===== config.mk =====
export PLATFORM = sky130hd
export DESIGN_NAME = hl_ctrl_top
export DESIGN_NICKNAME = d
export VERILOG_FILES = /design/src/rtl/hl_pkg.sv /design/src/rtl/sync_stage.sv /design/src/rtl/cmd_control.sv /design/src/rtl/setting_regs.sv /design/src/rtl/tx_keyer.sv /design/src/rtl/resp_builder.sv /design/src/rtl/hl_ctrl_top.sv
export VERILOG_INCLUDE_DIRS = /design/src /design/src/rtl
export SDC_FILE = /design/constraint.sdc
export NUM_CORES = 1
export LEC_CHECK = 0
export BUFFER_PORTS_ARGS = -buffer_cell sky130_fd_sc_hd__buf_2
export CORE_ASPECT_RATIO = 0.6
export CORE_UTILIZATION = 53
export DETAILED_ROUTE_END_ITERATION = 6
export GPL_TIMING_DRIVEN = 1
export PLACE_DENSITY = 0.78
export RECOVER_POWER = 25
export REMOVE_ABC_BUFFERS = 1
export SYNTH_ARGS = -nofsm -noshare
export SYNTH_HDL_FRONTEND = slang
export SYNTH_SLANG_ARGS = --single-unit

===== constraint.sdc =====
create_clock -name clk_ctrl -period 3.6 [get_ports clk_ctrl]
set_input_delay 0.18 -clock clk_ctrl [delete_from_list [all_inputs] [get_ports clk_ctrl]]
set_output_delay 0.18 -clock clk_ctrl [all_outputs]
set_load 0.01 [all_outputs]

===== src/rtl/hl_config.svh =====
// shared widths, addresses and timing units; a new settings address needs matching wr_t and settings_t fields
`ifndef HL_CONFIG_SVH
`define HL_CONFIG_SVH

//////////////////////////////////////////////////
// widths
`define HL_CMD_ADDR_W       6
`define HL_CMD_DATA_W       32

//////////////////////////////////////////////////
// identity
// board mac 00:1c:c0:a2:13:dd
`define HL_MAC_DEFAULT      48'h001cc0a213dd
`define HL_VERSION_MAJOR    8'd69
`define HL_VERSION_MINOR    8'd0

//////////////////////////////////////////////////
// timing
// flops per asynchronous pin
`define HL_SYNC_DEPTH       2
// clk_ctrl cycles per hang unit
`define HL_HANG_UNIT        8

//////////////////////////////////////////////////
// command addresses
`define HL_ADDR_GENERAL     6'h00
`define HL_ADDR_STATIC_IP   6'h10
`define HL_ADDR_ALT_MAC     6'h11
`define HL_ADDR_EEPROM_CFG  6'h12
`define HL_ADDR_TX_HANG     6'h17

`endif


===== src/rtl/hl_pkg.sv =====
// types shared by the control path; field order sets the bit layout of cmd_t and resp_t on the pins
`include "hl_config.svh"

package hl_pkg;

  //////////////////////////////////////////////////
  // host side

  // command word, addr in the top bits
  typedef struct packed {
    logic [`HL_CMD_ADDR_W-1:0] addr;
    logic [`HL_CMD_DATA_W-1:0] data;
    logic                      ptt;
    logic                      requires_resp;
  } cmd_t;

  // reply word
  typedef struct packed {
    logic [`HL_CMD_ADDR_W-1:0] addr;
    logic                      rxclip;
    logic                      rxgoodlvl;
    logic [`HL_CMD_DATA_W-1:0] data;
  } resp_t;

  //////////////////////////////////////////////////
  // internal

  // one strobe per settings address
  typedef struct packed {
    logic                      wr_general;
    logic                      wr_static_ip;
    logic                      wr_alt_mac;
    logic                      wr_eeprom_cfg;
    logic                      wr_tx_hang;
    logic [`HL_CMD_DATA_W-1:0] data;
  } wr_t;

  typedef struct packed {
    logic        run;
    logic        wide_spectrum;
    logic [31:0] static_ip;
    logic [15:0] alt_mac;
    logic [7:0]  eeprom_cfg;
    logic [9:0]  tx_hang;
  } settings_t;

  // receive level flags from the converter side
  typedef struct packed {
    logic rxclip;
    logic rxgoodlvl;
  } rx_status_t;

  typedef struct packed {
    logic tx_inhibit;
    logic alternate_mac;
  } io_pins_t;

endpackage


===== src/rtl/sync_stage.sv =====
// for level signals only; a pulse shorter than one clk_ctrl period may be lost, output lags DEPTH cycles
module sync_stage #(
  parameter type payload_t = logic,
  parameter int  DEPTH     = 2
) (
  input  logic     clk_ctrl,
  input  logic     rst_n_i,
  input  payload_t d_i,
  output payload_t q_o
);

  payload_t stage_q [DEPTH];

  always_ff @(posedge clk_ctrl or negedge rst_n_i) begin
    if (!rst_n_i) begin
      for (int i = 0; i < DEPTH; i++) begin
        stage_q[i] <= '0;
      end
    end else begin
      stage_q[0] <= d_i;
      for (int i = 1; i < DEPTH; i++) begin
        stage_q[i] <= stage_q[i-1];
      end
    end
  end

  assign q_o = stage_q[DEPTH-1];

  // a single flop leaves metastability on q_o
  a_min_depth: assert property (@(posedge clk_ctrl) DEPTH >= 2)
    else $error("sync_stage depth below 2");

endmodule


===== src/rtl/cmd_control.sv =====
// cmd_valid_i must be a one-cycle pulse per command; writes to unknown addresses are dropped silently
`include "hl_config.svh"

module cmd_control (
  input  logic                      clk_ctrl,
  input  logic                      rst_n_i,
  input  logic                      cmd_valid_i,
  input  hl_pkg::cmd_t              cmd_i,
  output hl_pkg::wr_t               wr_o,
  output logic                      ptt_wr_o,
  output logic                      ptt_o,
  output logic                      resp_req_o,
  output logic [`HL_CMD_ADDR_W-1:0] resp_addr_o
);

  hl_pkg::wr_t               wr_next;
  hl_pkg::wr_t               wr_q;
  logic                      ptt_wr_q;
  logic                      ptt_q;
  logic                      req_s1_q;
  logic [`HL_CMD_ADDR_W-1:0] addr_s1_q;
  logic                      req_s2_q;
  logic [`HL_CMD_ADDR_W-1:0] addr_s2_q;

  //////////////////////////////////////////////////
  // address decode
  always_comb begin
    wr_next      = '0;
    wr_next.data = cmd_i.data;
    if (cmd_valid_i) begin
      case (cmd_i.addr)
        `HL_ADDR_GENERAL:    wr_next.wr_general    = 1'b1;
        `HL_ADDR_STATIC_IP:  wr_next.wr_static_ip  = 1'b1;
        `HL_ADDR_ALT_MAC:    wr_next.wr_alt_mac    = 1'b1;
        `HL_ADDR_EEPROM_CFG: wr_next.wr_eeprom_cfg = 1'b1;
        `HL_ADDR_TX_HANG:    wr_next.wr_tx_hang    = 1'b1;
        default:             wr_next.wr_general    = 1'b0;
      endcase
    end
  end

  //////////////////////////////////////////////////
  // stage 1 and stage 2
  always_ff @(posedge clk_ctrl or negedge rst_n_i) begin
    if (!rst_n_i) begin
      wr_q      <= '0;
      ptt_wr_q  <= 1'b0;
      ptt_q     <= 1'b0;
      req_s1_q  <= 1'b0;
      addr_s1_q <= '0;
      req_s2_q  <= 1'b0;
      addr_s2_q <= '0;
    end else begin
      wr_q      <= wr_next;
      // every command carries the current ptt state
      ptt_wr_q  <= cmd_valid_i;
      if (cmd_valid_i) begin
        ptt_q <= cmd_i.ptt;
      end
      req_s1_q  <= cmd_valid_i & cmd_i.requires_resp;
      addr_s1_q <= cmd_i.addr;
      // reply waits for the write to land in setting_regs
      req_s2_q  <= req_s1_q;
      addr_s2_q <= addr_s1_q;
    end
  end

  assign wr_o        = wr_q;
  assign ptt_wr_o    = ptt_wr_q;
  assign ptt_o       = ptt_q;
  assign resp_req_o  = req_s2_q;
  assign resp_addr_o = addr_s2_q;

  a_one_strobe: assert property (@(posedge clk_ctrl) disable iff (!rst_n_i)
    $onehot0({wr_q.wr_general, wr_q.wr_static_ip, wr_q.wr_alt_mac,
              wr_q.wr_eeprom_cfg, wr_q.wr_tx_hang}))
    else $error("more than one settings strobe active");

endmodule


===== src/rtl/setting_regs.sv =====
// local_mac_o is combinational from the registers and the synchronized pin; alt_mac_pin_i must be synchronized
`include "hl_config.svh"

module setting_regs (
  input  logic              clk_ctrl,
  input  logic              rst_n_i,
  input  hl_pkg::wr_t       wr_i,
  input  logic              alt_mac_pin_i,
  output hl_pkg::settings_t settings_o,
  output logic [47:0]       local_mac_o
);

  localparam logic [47:0] MAC_DEFAULT = `HL_MAC_DEFAULT;

  hl_pkg::settings_t settings_q;

  //////////////////////////////////////////////////
  // register file
  always_ff @(posedge clk_ctrl or negedge rst_n_i) begin
    if (!rst_n_i) begin
      settings_q <= '0;
    end else begin
      if (wr_i.wr_general) begin
        settings_q.run           <= wr_i.data[0];
        settings_q.wide_spectrum <= wr_i.data[1];
      end
      if (wr_i.wr_static_ip) begin
        settings_q.static_ip <= wr_i.data;
      end
      if (wr_i.wr_alt_mac) begin
        settings_q.alt_mac <= wr_i.data[15:0];
      end
      if (wr_i.wr_eeprom_cfg) begin
        settings_q.eeprom_cfg <= wr_i.data[7:0];
      end
      if (wr_i.wr_tx_hang) begin
        settings_q.tx_hang <= wr_i.data[9:0];
      end
    end
  end

  assign settings_o = settings_q;

  //////////////////////////////////////////////////
  // local mac
  // cfg bit 6 swaps in the programmed tail, else the pin picks one of two boards
  always_comb begin
    if (settings_q.eeprom_cfg[6]) begin
      local_mac_o = {MAC_DEFAULT[47:16], settings_q.alt_mac};
    end else begin
      local_mac_o = {MAC_DEFAULT[47:2], ~alt_mac_pin_i, MAC_DEFAULT[0]};
    end
  end

endmodule


===== src/rtl/tx_keyer.sv =====
// inhibit_i must be synchronized; hang length is taken from hang_i at the moment tx_on_o falls
`include "hl_config.svh"

module tx_keyer (
  input  logic       clk_ctrl,
  input  logic       rst_n_i,
  input  logic       ptt_wr_i,
  input  logic       ptt_i,
  input  logic       run_i,
  input  logic       inhibit_i,
  input  logic [9:0] hang_i,
  output logic       tx_on_o,
  output logic       tx_hang_o
);

  localparam int CNT_W = 10 + $clog2(`HL_HANG_UNIT);

  logic             ptt_q;
  logic             ptt_next;
  logic             tx_on_next;
  logic             tx_on_q;
  logic             hang_q;
  logic [CNT_W-1:0] hang_cnt_q;
  logic [CNT_W-1:0] hang_load;

  // ptt update takes effect on the edge that latches it
  assign ptt_next   = ptt_wr_i ? ptt_i : ptt_q;
  assign tx_on_next = ptt_next & run_i & ~inhibit_i;
  assign hang_load  = CNT_W'(hang_i) * CNT_W'(`HL_HANG_UNIT);

  always_ff @(posedge clk_ctrl or negedge rst_n_i) begin
    if (!rst_n_i) begin
      ptt_q      <= 1'b0;
      tx_on_q    <= 1'b0;
      hang_q     <= 1'b0;
      hang_cnt_q <= '0;
    end else begin
      ptt_q   <= ptt_next;
      tx_on_q <= tx_on_next;
      if (tx_on_next) begin
        // rekeyed, hang ends at once
        hang_q     <= 1'b0;
        hang_cnt_q <= '0;
      end else if (tx_on_q) begin
        // falling edge of tx_on
        hang_q     <= (hang_i != 10'd0);
        hang_cnt_q <= hang_load - CNT_W'(1);
      end else if (hang_q) begin
        if (hang_cnt_q == '0) begin
          hang_q <= 1'b0;
        end else begin
          hang_cnt_q <= hang_cnt_q - CNT_W'(1);
        end
      end
    end
  end

  assign tx_on_o   = tx_on_q;
  assign tx_hang_o = hang_q;

  a_on_hang_excl: assert property (@(posedge clk_ctrl) disable iff (!rst_n_i)
    !(tx_on_o && tx_hang_o))
    else $error("tx_on and tx_hang high together");

endmodule


===== src/rtl/resp_builder.sv =====
// one reply per request with no queue; status_i must be synchronized, flags clear on every reply sent
`include "hl_config.svh"

module resp_builder (
  input  logic                      clk_ctrl,
  input  logic                      rst_n_i,
  input  logic                      resp_req_i,
  input  logic [`HL_CMD_ADDR_W-1:0] resp_addr_i,
  input  hl_pkg::settings_t         settings_i,
  input  hl_pkg::rx_status_t        status_i,
  output logic                      resp_valid_o,
  output hl_pkg::resp_t             resp_o
);

  logic                      resp_valid_q;
  hl_pkg::resp_t             resp_q;
  logic                      clip_q;
  logic                      goodlvl_q;
  logic                      clip_now;
  logic                      goodlvl_now;
  logic [`HL_CMD_DATA_W-1:0] rd_data;

  // include this cycle so a hit is never lost on a clear
  assign clip_now    = clip_q | status_i.rxclip;
  assign goodlvl_now = goodlvl_q | status_i.rxgoodlvl;

  //////////////////////////////////////////////////
  // readback select
  always_comb begin
    case (resp_addr_i)
      `HL_ADDR_GENERAL:    rd_data = {30'd0, settings_i.wide_spectrum, settings_i.run};
      `HL_ADDR_STATIC_IP:  rd_data = settings_i.static_ip;
      `HL_ADDR_ALT_MAC:    rd_data = {16'd0, settings_i.alt_mac};
      `HL_ADDR_EEPROM_CFG: rd_data = {24'd0, settings_i.eeprom_cfg};
      `HL_ADDR_TX_HANG:    rd_data = {22'd0, settings_i.tx_hang};
      // version word for everything else
      default:             rd_data = {`HL_VERSION_MAJOR, `HL_VERSION_MINOR, 16'd0};
    endcase
  end

  //////////////////////////////////////////////////
  // sticky flags and reply valid
  always_ff @(posedge clk_ctrl or negedge rst_n_i) begin
    if (!rst_n_i) begin
      resp_valid_q <= 1'b0;
      clip_q       <= 1'b0;
      goodlvl_q    <= 1'b0;
    end else begin
      resp_valid_q <= resp_req_i;
      if (resp_req_i) begin
        clip_q    <= status_i.rxclip;
        goodlvl_q <= status_i.rxgoodlvl;
      end else begin
        clip_q    <= clip_now;
        goodlvl_q <= goodlvl_now;
      end
    end
  end

  // reply payload
  always_ff @(posedge clk_ctrl) begin
    if (resp_req_i) begin
      resp_q.addr      <= resp_addr_i;
      resp_q.rxclip    <= clip_now;
      resp_q.rxgoodlvl <= goodlvl_now;
      resp_q.data      <= rd_data;
    end
  end

  assign resp_valid_o = resp_valid_q;
  assign resp_o       = resp_q;

endmodule


===== src/rtl/hl_ctrl_top.sv =====
// single clk_ctrl domain, no back-pressure; a command may arrive every cycle and up to three are in flight
`include "hl_config.svh"

module hl_ctrl_top (
  input  logic           clk_ctrl,
  input  logic           rst_n_i,
  input  logic           cmd_valid_i,
  input  hl_pkg::cmd_t   cmd_i,
  input  logic           rxclip_i,
  input  logic           rxgoodlvl_i,
  input  logic           io_tx_inhibit_i,
  input  logic           io_alternate_mac_i,
  output logic           resp_valid_o,
  output hl_pkg::resp_t  resp_o,
  output logic           run_o,
  output logic [31:0]    static_ip_o,
  output logic [47:0]    local_mac_o,
  output logic           tx_on_o,
  output logic           tx_hang_o
);

  hl_pkg::rx_status_t        rx_status_raw;
  hl_pkg::rx_status_t        rx_status_sync;
  hl_pkg::io_pins_t          io_pins_raw;
  hl_pkg::io_pins_t          io_pins_sync;
  hl_pkg::wr_t               wr;
  hl_pkg::settings_t         settings;
  logic                      ptt_wr;
  logic                      ptt;
  logic                      resp_req;
  logic [`HL_CMD_ADDR_W-1:0] resp_addr;

  //////////////////////////////////////////////////
  // asynchronous pins
  assign rx_status_raw.rxclip        = rxclip_i;
  assign rx_status_raw.rxgoodlvl     = rxgoodlvl_i;
  assign io_pins_raw.tx_inhibit      = io_tx_inhibit_i;
  assign io_pins_raw.alternate_mac   = io_alternate_mac_i;

  sync_stage #(
    .payload_t (hl_pkg::rx_status_t),
    .DEPTH     (`HL_SYNC_DEPTH)
  ) u_sync_rx_status (
    .clk_ctrl (clk_ctrl),
    .rst_n_i  (rst_n_i),
    .d_i      (rx_status_raw),
    .q_o      (rx_status_sync)
  );

  sync_stage #(
    .payload_t (hl_pkg::io_pins_t),
    .DEPTH     (`HL_SYNC_DEPTH)
  ) u_sync_io_pins (
    .clk_ctrl (clk_ctrl),
    .rst_n_i  (rst_n_i),
    .d_i      (io_pins_raw),
    .q_o      (io_pins_sync)
  );

  //////////////////////////////////////////////////
  // control and datapath
  cmd_control u_cmd_control (
    .clk_ctrl    (clk_ctrl),
    .rst_n_i     (rst_n_i),
    .cmd_valid_i (cmd_valid_i),
    .cmd_i       (cmd_i),
    .wr_o        (wr),
    .ptt_wr_o    (ptt_wr),
    .ptt_o       (ptt),
    .resp_req_o  (resp_req),
    .resp_addr_o (resp_addr)
  );

  setting_regs u_setting_regs (
    .clk_ctrl      (clk_ctrl),
    .rst_n_i       (rst_n_i),
    .wr_i          (wr),
    .alt_mac_pin_i (io_pins_sync.alternate_mac),
    .settings_o    (settings),
    .local_mac_o   (local_mac_o)
  );

  tx_keyer u_tx_keyer (
    .clk_ctrl  (clk_ctrl),
    .rst_n_i   (rst_n_i),
    .ptt_wr_i  (ptt_wr),
    .ptt_i     (ptt),
    .run_i     (settings.run),
    .inhibit_i (io_pins_sync.tx_inhibit),
    .hang_i    (settings.tx_hang),
    .tx_on_o   (tx_on_o),
    .tx_hang_o (tx_hang_o)
  );

  resp_builder u_resp_builder (
    .clk_ctrl     (clk_ctrl),
    .rst_n_i      (rst_n_i),
    .resp_req_i   (resp_req),
    .resp_addr_i  (resp_addr),
    .settings_i   (settings),
    .status_i     (rx_status_sync),
    .resp_valid_o (resp_valid_o),
    .resp_o       (resp_o)
  );

  assign run_o       = settings.run;
  assign static_ip_o = settings.static_ip;

endmodule


# Yosys cells after proc, flatten, opt, wreduce, memory -nomap -nowiden
# Cells that the tools add are included.
# word_totals
word_cells	80
regBits	188
output_inout_bits	124
inputBits	47
# op_classes
muxes	19
reduce_logical	6
bitwise	7
n_addsub	2
n_eq_ne	9
# ops
operator	count
32-bit one-hot mux with 5 select lines	1
13-bit two-way mux	4
6-bit by 5-bit equality test with 1-bit output (second input constant)	8
13-bit by 1-bit subtractor with 13-bit output (second input constant)	2
16-bit two-way mux	1
13-bit zero test	1
6-bit zero test	2
1-bit two-way mux	12
10-bit nonzero test	1
5-bit two-way mux	1
1-bit bitwise AND	3
3-bit by 1-bit inequality test with 1-bit output (second input constant)	1
3-bit nonzero test	1
1-bit NOT	2
1-bit bitwise OR	2
2-bit AND reduction	1

# Logic depth before layout (Yosys ltp)
# Gate-level depths: netlist (run 1).
# logic_depth
depth_word	5
ltp_mapped	8
depth_no_buf	7

# Cells and area by module
# A second synthesis (run 1) with hierarchy kept.
# hier_totals
hier_cells	539
area_unflattened_um2	7773.7
# modules_own_cells
module	cells_each	instances	area_each_um2
setting_regs	196	1	3093.0
resp_builder	144	1	1923.1
cmd_control	65	1	1421.4
tx_keyer	122	1	1106.1
sync_stage	6	2	115.1

# Least setup slack after synthesis (run 1)
# No wires, ideal clock.
# synth_path
path_kind	reg-to-reg
start	reg u_setting_regs.settings_q, in the netlist u_setting_regs.settings_o[0]
end	reg u_tx_keyer.hang_cnt_q[9]
path_slack_ns	1.860
n_path_buf	0
period_less_slack_ns	1.740
setup_time_ns	0.077
t_arrival_ns	1.663
stages_incl_launch_ff	8
required_ns	3.523
cell_sequence	dfrtp_1 > inv_1 > ha_1 > nand2b_4 > or3_1 > or3_1 > a31o_1 > a21oi_1
# synth_via
elab_chain_cells	3
# synth_lines
item	line_no	source
from (decl)	setting_regs.sv:15	hl_pkg::settings_t settings_q;
13-bit by 1-bit subtractor with 13-bit output	tx_keyer.sv:47	hang_cnt_q <= hang_load - CNT_W'(1);
13-bit two-way mux	tx_keyer.sv:44	end else if (tx_on_q) begin
13-bit two-way mux	tx_keyer.sv:40	if (tx_on_next) begin
to (signal assigned)	tx_keyer.sv:47	
to (signal assigned)	tx_keyer.sv:52	hang_cnt_q <= hang_cnt_q - CNT_W'(1);
to (decl)	tx_keyer.sv:23	logic [CNT_W-1:0] hang_cnt_q;
# Every way passes these cells.
# A chain may end at the register's enable or synchronous reset.

# Worst setup path after layout (run 1)
# layout_path
start	reg u_cmd_control.addr_s2_q[4], in the netlist u_cmd_control.resp_addr_o[4]
end	reg u_resp_builder.resp_q, in the netlist u_resp_builder.resp_o[24] (data pin)
# layout_via
elab_chain_cells	2
# layout_lines
item	line_no	source
from (decl)	cmd_control.sv:23	logic [`HL_CMD_ADDR_W-1:0] addr_s2_q;
from (signal assigned)	cmd_control.sv:64	addr_s2_q <= addr_s1_q;
6-bit by 5-bit equality test with 1-bit output or 6-bit zero test (tied branches)	resp_builder.sv:30	case (resp_addr_i)
32-bit one-hot mux with 5 select lines (*)	resp_builder.sv:30	
named net u_resp_builder.rd_data[24]	resp_builder.sv:21	logic [`HL_CMD_DATA_W-1:0] rd_data;
to (decl)	resp_builder.sv:16	hl_pkg::resp_t resp_q;
# The timed path passes the listed nets; every way through them passes the cells marked *.

==> flow_metrics.tcl, run 1 <==
set metrics [dict create \
    fillerInstances 998 \
    fmax_mhz 427 \
    numPortBuffers 138 \
    hpwlAfterDp_um 10700 \
    proportion_of_netlist_area_held_by_the_largest_area_contributor_pct 48.5 \
    maxSlewHeadroom_pct 32.0 \
    cells_traversed_along_the_worst_timing_path "nor2b_1, nand2_1, nor2_2, nor4_1, a21o_1" \
    slowest_stage "sky130_fd_sc_hd__dfrtp_1" \
    worst_slew_pin_slew_ns 1.02 \
    cp_data_required_time_ns 3.78 \
    die_area_mm2 0.0149 \
    cts.sinks 188 \
    syn2layout_area_growth_pct 19.9 \
    timing.final.setup_violations 0 \
    netlist_top_cells_area "sky130_fd_sc_hd__dfrtp_1 49%, sky130_fd_sc_hd__edfxtp_1 16%, sky130_fd_sc_hd__mux2_2 8.4%, sky130_fd_sc_hd__buf_4 6.4%, sky130_fd_sc_hd__mux2_1 1.6%" \
    clock_tree.htree_level_count 4 \
    post-synth-top-count-cell "sky130_fd_sc_hd__dfrtp_1" \
    startpoint_type "flip-flop" \
    placeableCoreArea_mm2 0.0138 \
    drive_gt1_share_pct 29.8 \
    nNetsFinal 752 \
    initial_core_util_pct 55.2 \
    finalInstanceArea_mm2 0.00915 \
    vdd_ir_drop_max_uv 374 \
    dpl_cell_area_mm2 0.00813 \
    async_reset_ff_share_pct 78.7 \
    gpl.final_weighted_congestion 0.859 \
    clock_network_latency_to_the_later_pin_of_the_worst_skew_pair_ns 0.43 \
    min_path_type "in2reg" \
    timing.clock.skew_ns 0.0156 \
    cts_root_buffer "sky130_fd_sc_hd__clkbuf_16" \
    number_of_synthesized_flops_with_an_enable_pin 40 \
    drt-wirelength-per-cell_um 17.9 \
    worstPathArrival_ns 2.52 \
    p_comb_share_pct 14.1 \
    clk_pin_slew_ns 0.08 \
    crit_path_end_kind "flip-flop" \
    postSynth.topFlopCell "sky130_fd_sc_hd__dfrtp_1" \
    leakage_nw 4.22 \
    timing.hold.ws_ns 0.0189 \
    power-per-cell-area_mw_per_mm2 578 \
    fp.dieH_um 95.0 \
    max_cap_viol_count 0 \
    total_switching_power_mw 1.57 \
    wirelength_um 16200 \
    failed_checks "DRC" \
    final_layout_setup_total_negative_slack_ns 0 \
    number_of_clock_buffers_inserted_by_tritoncts 17 \
    gr_util_all_layers_pct 23.1 \
    vias 4745 \
    cp_max_fo 18 \
    period_minus_slack_ns 2.34 \
    remaining_number_of_nets_flagged_by_the_antenna_check_after_routing 0 \
    post_synth_inst_count 554 \
    report.final.slew_viol_count 0 \
    maximum_number_of_pins_on_one_net_before_global_route_repair 102 \
    synth.avg_cell_area_um2 13.8 \
    grt.overflow.total 0 \
    placement_rows 33 \
    initial_antenna_violation_count 0 \
    num_antenna_cells 0 \
    drt-initial-drc-count 348 \
    cts_tree "done" \
    pin_count 171 \
    post_cts_resize_count 0 \
    vias_per_cell 5.23 \
    grt_first_pass_wirelength_um 25300 \
    floorplan.die.width_um 157 \
    grt_pass1_vias 4722 \
    synth.cell_area_mm2 0.00763 \
    most_frequent_cells_after_synthesis "148 x sky130_fd_sc_hd__dfrtp_1, 65 x sky130_fd_sc_hd__buf_4, 57 x sky130_fd_sc_hd__mux2_2" \
    yosysSeqAreaShare_pct 64.3 \
    share_seq_of_total_power_pct 50.1 \
    share_clk_of_total_power_pct 35.7 \
    synth_top_area_cell "sky130_fd_sc_hd__dfrtp_1" \
    setup_repair_after_global_routing_missed_its_margin "false" \
    outcome "finished, violations left" \
    report.final.hold_viol_count 0 \
    clock_path_buffers 2 \
    cp_slowest_stage_delay_ns 0.68 \
    final.period_utilization_pct 65.1 \
    netSwitchingFraction_pct 29.7 \
    yosysUniqueCellTypes 57 \
    start_to_end_type_of_the_worst_setup_path "reg2reg" \
    drt_drc_violations_left 4 \
    synth-warning-count 0 \
    detail_route.first_pass.iterations 7 \
    synth-seq-cells 188 \
    internal-power_mw 3.72 \
    layout.core_utilization_pct 66.2 \
]
## sequential cells by signal, summed over array words and instances, names as in the netlist, 6 cells and up
name,flops
u_cmd_control.resp_addr_o,6
u_resp_builder.resp_o,40
u_cmd_control.addr_s1_q,6
u_tx_keyer.hang_cnt_q,13
u_setting_regs.settings_o,68
u_cmd_control.wr_o,37
## what timing repair did
item | CTS | global route
hold endpoints to repair | 147 | 0
buffers inserted | 0 | 0
hold buffers | 45 | 0
## placed cells by master, fill, tap and decap left out, drive strengths merged, types with 10 or more instances in the layout
cell,Yosys,layout
dfrtp,148,148
dlygate4sd3,0,45
mux2,68,68
nand2b,12,12
edfxtp,40,40
and3,14,14
buf,75,105
conb,2,32
nand2,27,27
inv,10,16
nor2,14,14
nor3,13,13
clkbuf,13,54
a21oi,10,10
## worst max-delay path: cells and delay by family, from the launching register on
kind	cells	cell delay, ns
AO/OA/AOI/OAI	1	0.22
flip-flops	1	0.68
AND/OR/NAND/NOR	4	1.19
## cell type report
cell class	instances	area [um^2]	share of cell area, %
sequential	188	4910	53.6
multi-input combinational	298	2220	24.2
timing repair buffer	187	1130	12.4
clock buffer	17	425	4.65
tap	192	240	2.63
clock inverter	15	193	2.11
inverter	10	37.5	0.410
## logic make-up after synthesis
logic type / after synthesis / share of synthesized area, %
DFF: 188 / 64.3
and+or+nand+nor: 124 / 9.59
buffers and inverters: 98 / 8.20
muxes: 70 / 10.3
AOI/OAI and AO/OA: 56 / 5.59
xor gates and xnor gates: 13 / 1.49
adders and majority gates: 3 / 0.492
other: 2 / 0.0984
## layer usage
metal	global-route usage [%]	wire [um]
met1	33.8	7740
met2	34.4	7340
met3	6.38	1050
met4	4.98	68
met5	0	0
## power groups by stage
stage / clock (mW) / sequential, mW / combinational (mW)
5_1_grt: 2.00 / 2.68 / 0.836
3_3_place_gp: 0 / 2.67 / 0.692
3_5_place_dp: 0 / 2.69 / 0.713
4_1_cts: 1.92 / 2.65 / 0.757
6_report: 1.89 / 2.65 / 0.748
2_1_floorplan: 0 / 2.64 / 0.448
## per-stage QoR
step,power [mW],cells,setup WS [ns]
after floorplan,3.09,496,1.56
after global placement,3.36,830,1.37
after detailed placement,3.40,830,1.28
after CTS,5.32,907,1.27
after global routing,5.52,907,1.09
final,5.29,907,1.26
## final timing paths
| check | from | to | slack (ns) | cells past startpoint |
|---|---|---|---|---|
| worst max-delay path | u_cmd_control.resp_addr_o[4] | u_resp_builder.resp_o[24] | 1.26 | 5 |
| worst min-delay path | cmd_i[1] | u_cmd_control.ptt_o | 0.02 | 2 |
| worst max register to register | u_cmd_control.resp_addr_o[4] | u_resp_builder.resp_o[24] | 1.26 | 5 |
| worst min register to register | u_cmd_control.req_s1_q | u_cmd_control.resp_req_o | 0.35 | 0 |
| max in group asynchronous | rst_n_i | u_cmd_control.wr_o[18] | 2.24 | 3 |
| min in group asynchronous | rst_n_i | u_setting_regs.settings_o[41] | 0.41 | 2 |
No activity file was read; power rests on OpenSTA's default activity.
==> inputs of run 2 (changes only) <==
Settings changed: CORE_UTILIZATION 53 to 49, PLACE_DENSITY 0.78 to 0.76.
Clock period 3.6 ns to 2.06 ns, I/O delays scaled along.
==> flow_metrics.tcl, run 2 (synthesized netlist as in run 1, its figures left out) <==
set metrics [dict create \
    report.final.slew_viol_count 0 \
    drive_gt1_share_pct 34.2 \
    drt_drc_violations_left 0 \
    post_cts_buffers 0 \
    min_path_type "in2reg" \
    setup_repair_after_global_routing_missed_its_margin "false" \
    timing.critical_path.depth 7 \
    min_from "cmd_i[17]" \
    placement_rows 34 \
    start_to_end_type_of_the_worst_setup_path "reg2reg" \
    vias_per_cell 5.21 \
    num_antenna_cells 0 \
    outcome "finished clean" \
    report.final.hold_viol_count 0 \
    worst_slew_pin_slew_ns 1.21 \
    worst-path-buf-inv 1 \
    cp_slowest_stage_delay_ns 0.42 \
    gr_util_all_layers_pct 21.2 \
    period_minus_slack_ns 1.95 \
    layout.core_utilization_pct 62.6 \
    fmax_mhz 513 \
    initial_core_util_pct 51.4 \
    critical-path-top-delay-family "simple AND/OR/NAND/NOR gates" \
    regToRegEndpoint "u_tx_keyer.hang_cnt_q[0]" \
    clock_tree.htree_level_count 4 \
    initial_antenna_violation_count 0 \
    final_layout_setup_total_negative_slack_ns 0 \
    fp.dieH_um 98.7 \
    wirelength_um 16200 \
    vias 4823 \
    detail_route.first_pass.iterations 7 \
    drt-initial-drc-count 343 \
    final.period_utilization_pct 94.7 \
    layout.cells.most_common_list "147 x sky130_fd_sc_hd__dfrtp_1, 124 x sky130_fd_sc_hd__buf_2, 57 x sky130_fd_sc_hd__mux2_2, 46 x sky130_fd_sc_hd__dlygate4sd3_1, 40 x sky130_fd_sc_hd__edfxtp_1" \
    clk_pin_slew_ns 0.08 \
    drt-wirelength-per-cell_um 17.5 \
    timing.clock.skew_ns 0.0101 \
    cp_max_fo 6 \
    timing.hold.ws_ns 0.318 \
    crit-reg2reg-launch "u_tx_keyer.hang_cnt_q[0]" \
    max_cap_viol_count 0 \
    grt_first_pass_wirelength_um 25800 \
    nNetsFinal 765 \
    placement.setup.worst_slack_ns 0.121 \
    remaining_number_of_nets_flagged_by_the_antenna_check_after_routing 0 \
    post_layout_nonfiller_instances 926 \
    gpl.final_weighted_congestion 0.884 \
    placed_cells_incl_taps 848 \
    placeableCoreArea_mm2 0.0148 \
    syn2layout_area_growth_pct 21.7 \
    final.setup.worst_slack_ns 0.110 \
    cells_traversed_along_the_worst_timing_path "inv_1, ha_1, nor4b_2, nand4_2, and2_1, xnor2_1, a21oi_1" \
    crit_path_end_kind "flip-flop" \
    cp_data_required_time_ns 2.33 \
    cts_tree "done" \
    cts_root_buffer "sky130_fd_sc_hd__clkbuf_16" \
    floorplan.die.width_um 163 \
    clock_network_latency_to_the_later_pin_of_the_worst_skew_pair_ns 0.42 \
    vdd_ir_drop_max_uv 573 \
    die_area_mm2 0.0161 \
    grt_pass1_vias 4885 \
    holdPathStages 2 \
    clock_path_buffers 2 \
    timing.final.setup_violations 0 \
    reg2reg_slack_ns 0.11 \
    leakage_nw 4.36 \
    largest_register_ff_count 68 \
    slowest_stage "sky130_fd_sc_hd__dfrtp_1" \
    number_of_clock_buffers_inserted_by_tritoncts 17 \
    power-per-cell-area_mw_per_mm2 989 \
    grt.overflow.total 0 \
    cts.sinks 188 \
    worstPathArrival_ns 2.22 \
    crit_start "u_tx_keyer.hang_cnt_q[0]" \
    hpwlAfterDp_um 11100 \
    numPortBuffers 138 \
    worst_hold_path.endpoint "u_cmd_control.wr_o[15]" \
    maxSlewHeadroom_pct 19.5 \
    most_common_cell_after_layout_fill_and_taps_aside "sky130_fd_sc_hd__dfrtp_1" \
    timing.reg2reg.worst_path_depth 7 \
    maximum_number_of_pins_on_one_net_before_global_route_repair 49 \
    startpoint_type "flip-flop" \
    pin_count 171 \
]
## run 2: cell count changes in the layout (fill, tap and decap cells not counted), moves of 3 or more
cell,before,now
sky130_fd_sc_hd__inv_8,2,5
sky130_fd_sc_hd__clkbuf_1,37,13
sky130_fd_sc_hd__clkinv_8,6,3
sky130_fd_sc_hd__buf_2,100,124
sky130_fd_sc_hd__buf_4,4,13
## run 2: timing repair
item,CTS,global route
hold buffers,46,0
hold endpoints to repair,94,0
resized for setup,0,1
endpoints found under the setup margin,0,3
## run 2: worst max path at each step
stage	endpoint	slack, ns
detailed placement	u_tx_keyer.hang_cnt_q[8]	0.12
floorplan	u_resp_builder.resp_o[24]	0.02
global route	u_tx_keyer.hang_cnt_q[0]	0.003
CTS	u_tx_keyer.hang_cnt_q[8]	0.04
finish	u_tx_keyer.hang_cnt_q[0]	0.11
global placement	u_tx_keyer.hang_cnt_q[9]	0.27
## run 2: area by class of cell
type / count / area [um^2]
multi-input cells: 298 / 2220
well taps: 198 / 248
flip-flops and latches: 188 / 4910
repair buffers: 200 / 1280
inverters: 10 / 37.5
clock buffers: 17 / 425
clock inverters: 15 / 170
fillers: 1085 / 5560
## run 2: stage by stage
stage,area (um^2),power [mW]
2_1_floorplan,7160,5.40
3_3_place_gp,8260,5.87
3_5_place_dp,8260,5.96
4_1_cts,9320,9.24
5_1_grt,9290,9.60
6_report,9290,9.18
## run 2: routing by layer
metal | wire length, um | vias to the layer above | share of wire [%] | global-route usage (%)
li1 | - | 2185 | - | -
met1 | 7460 | 2448 | 46 | 30.7
met2 | 7550 | 182 | 46 | 32.4
met3 | 1140 | 8 | 7.0 | 5.30
met4 | 99 | 0 | 0.61 | 4.82
met5 | 0 | - | 0 | 0
## run 2: power by group
part / leakage (nW) / switching [mW] / internal [mW] / total (mW)
logic: 1.84 / 0.720 / 0.657 / 1.38
registers: 2.23 / 0.403 / 4.19 / 4.59
clock network: 0.293 / 1.57 / 1.64 / 3.21
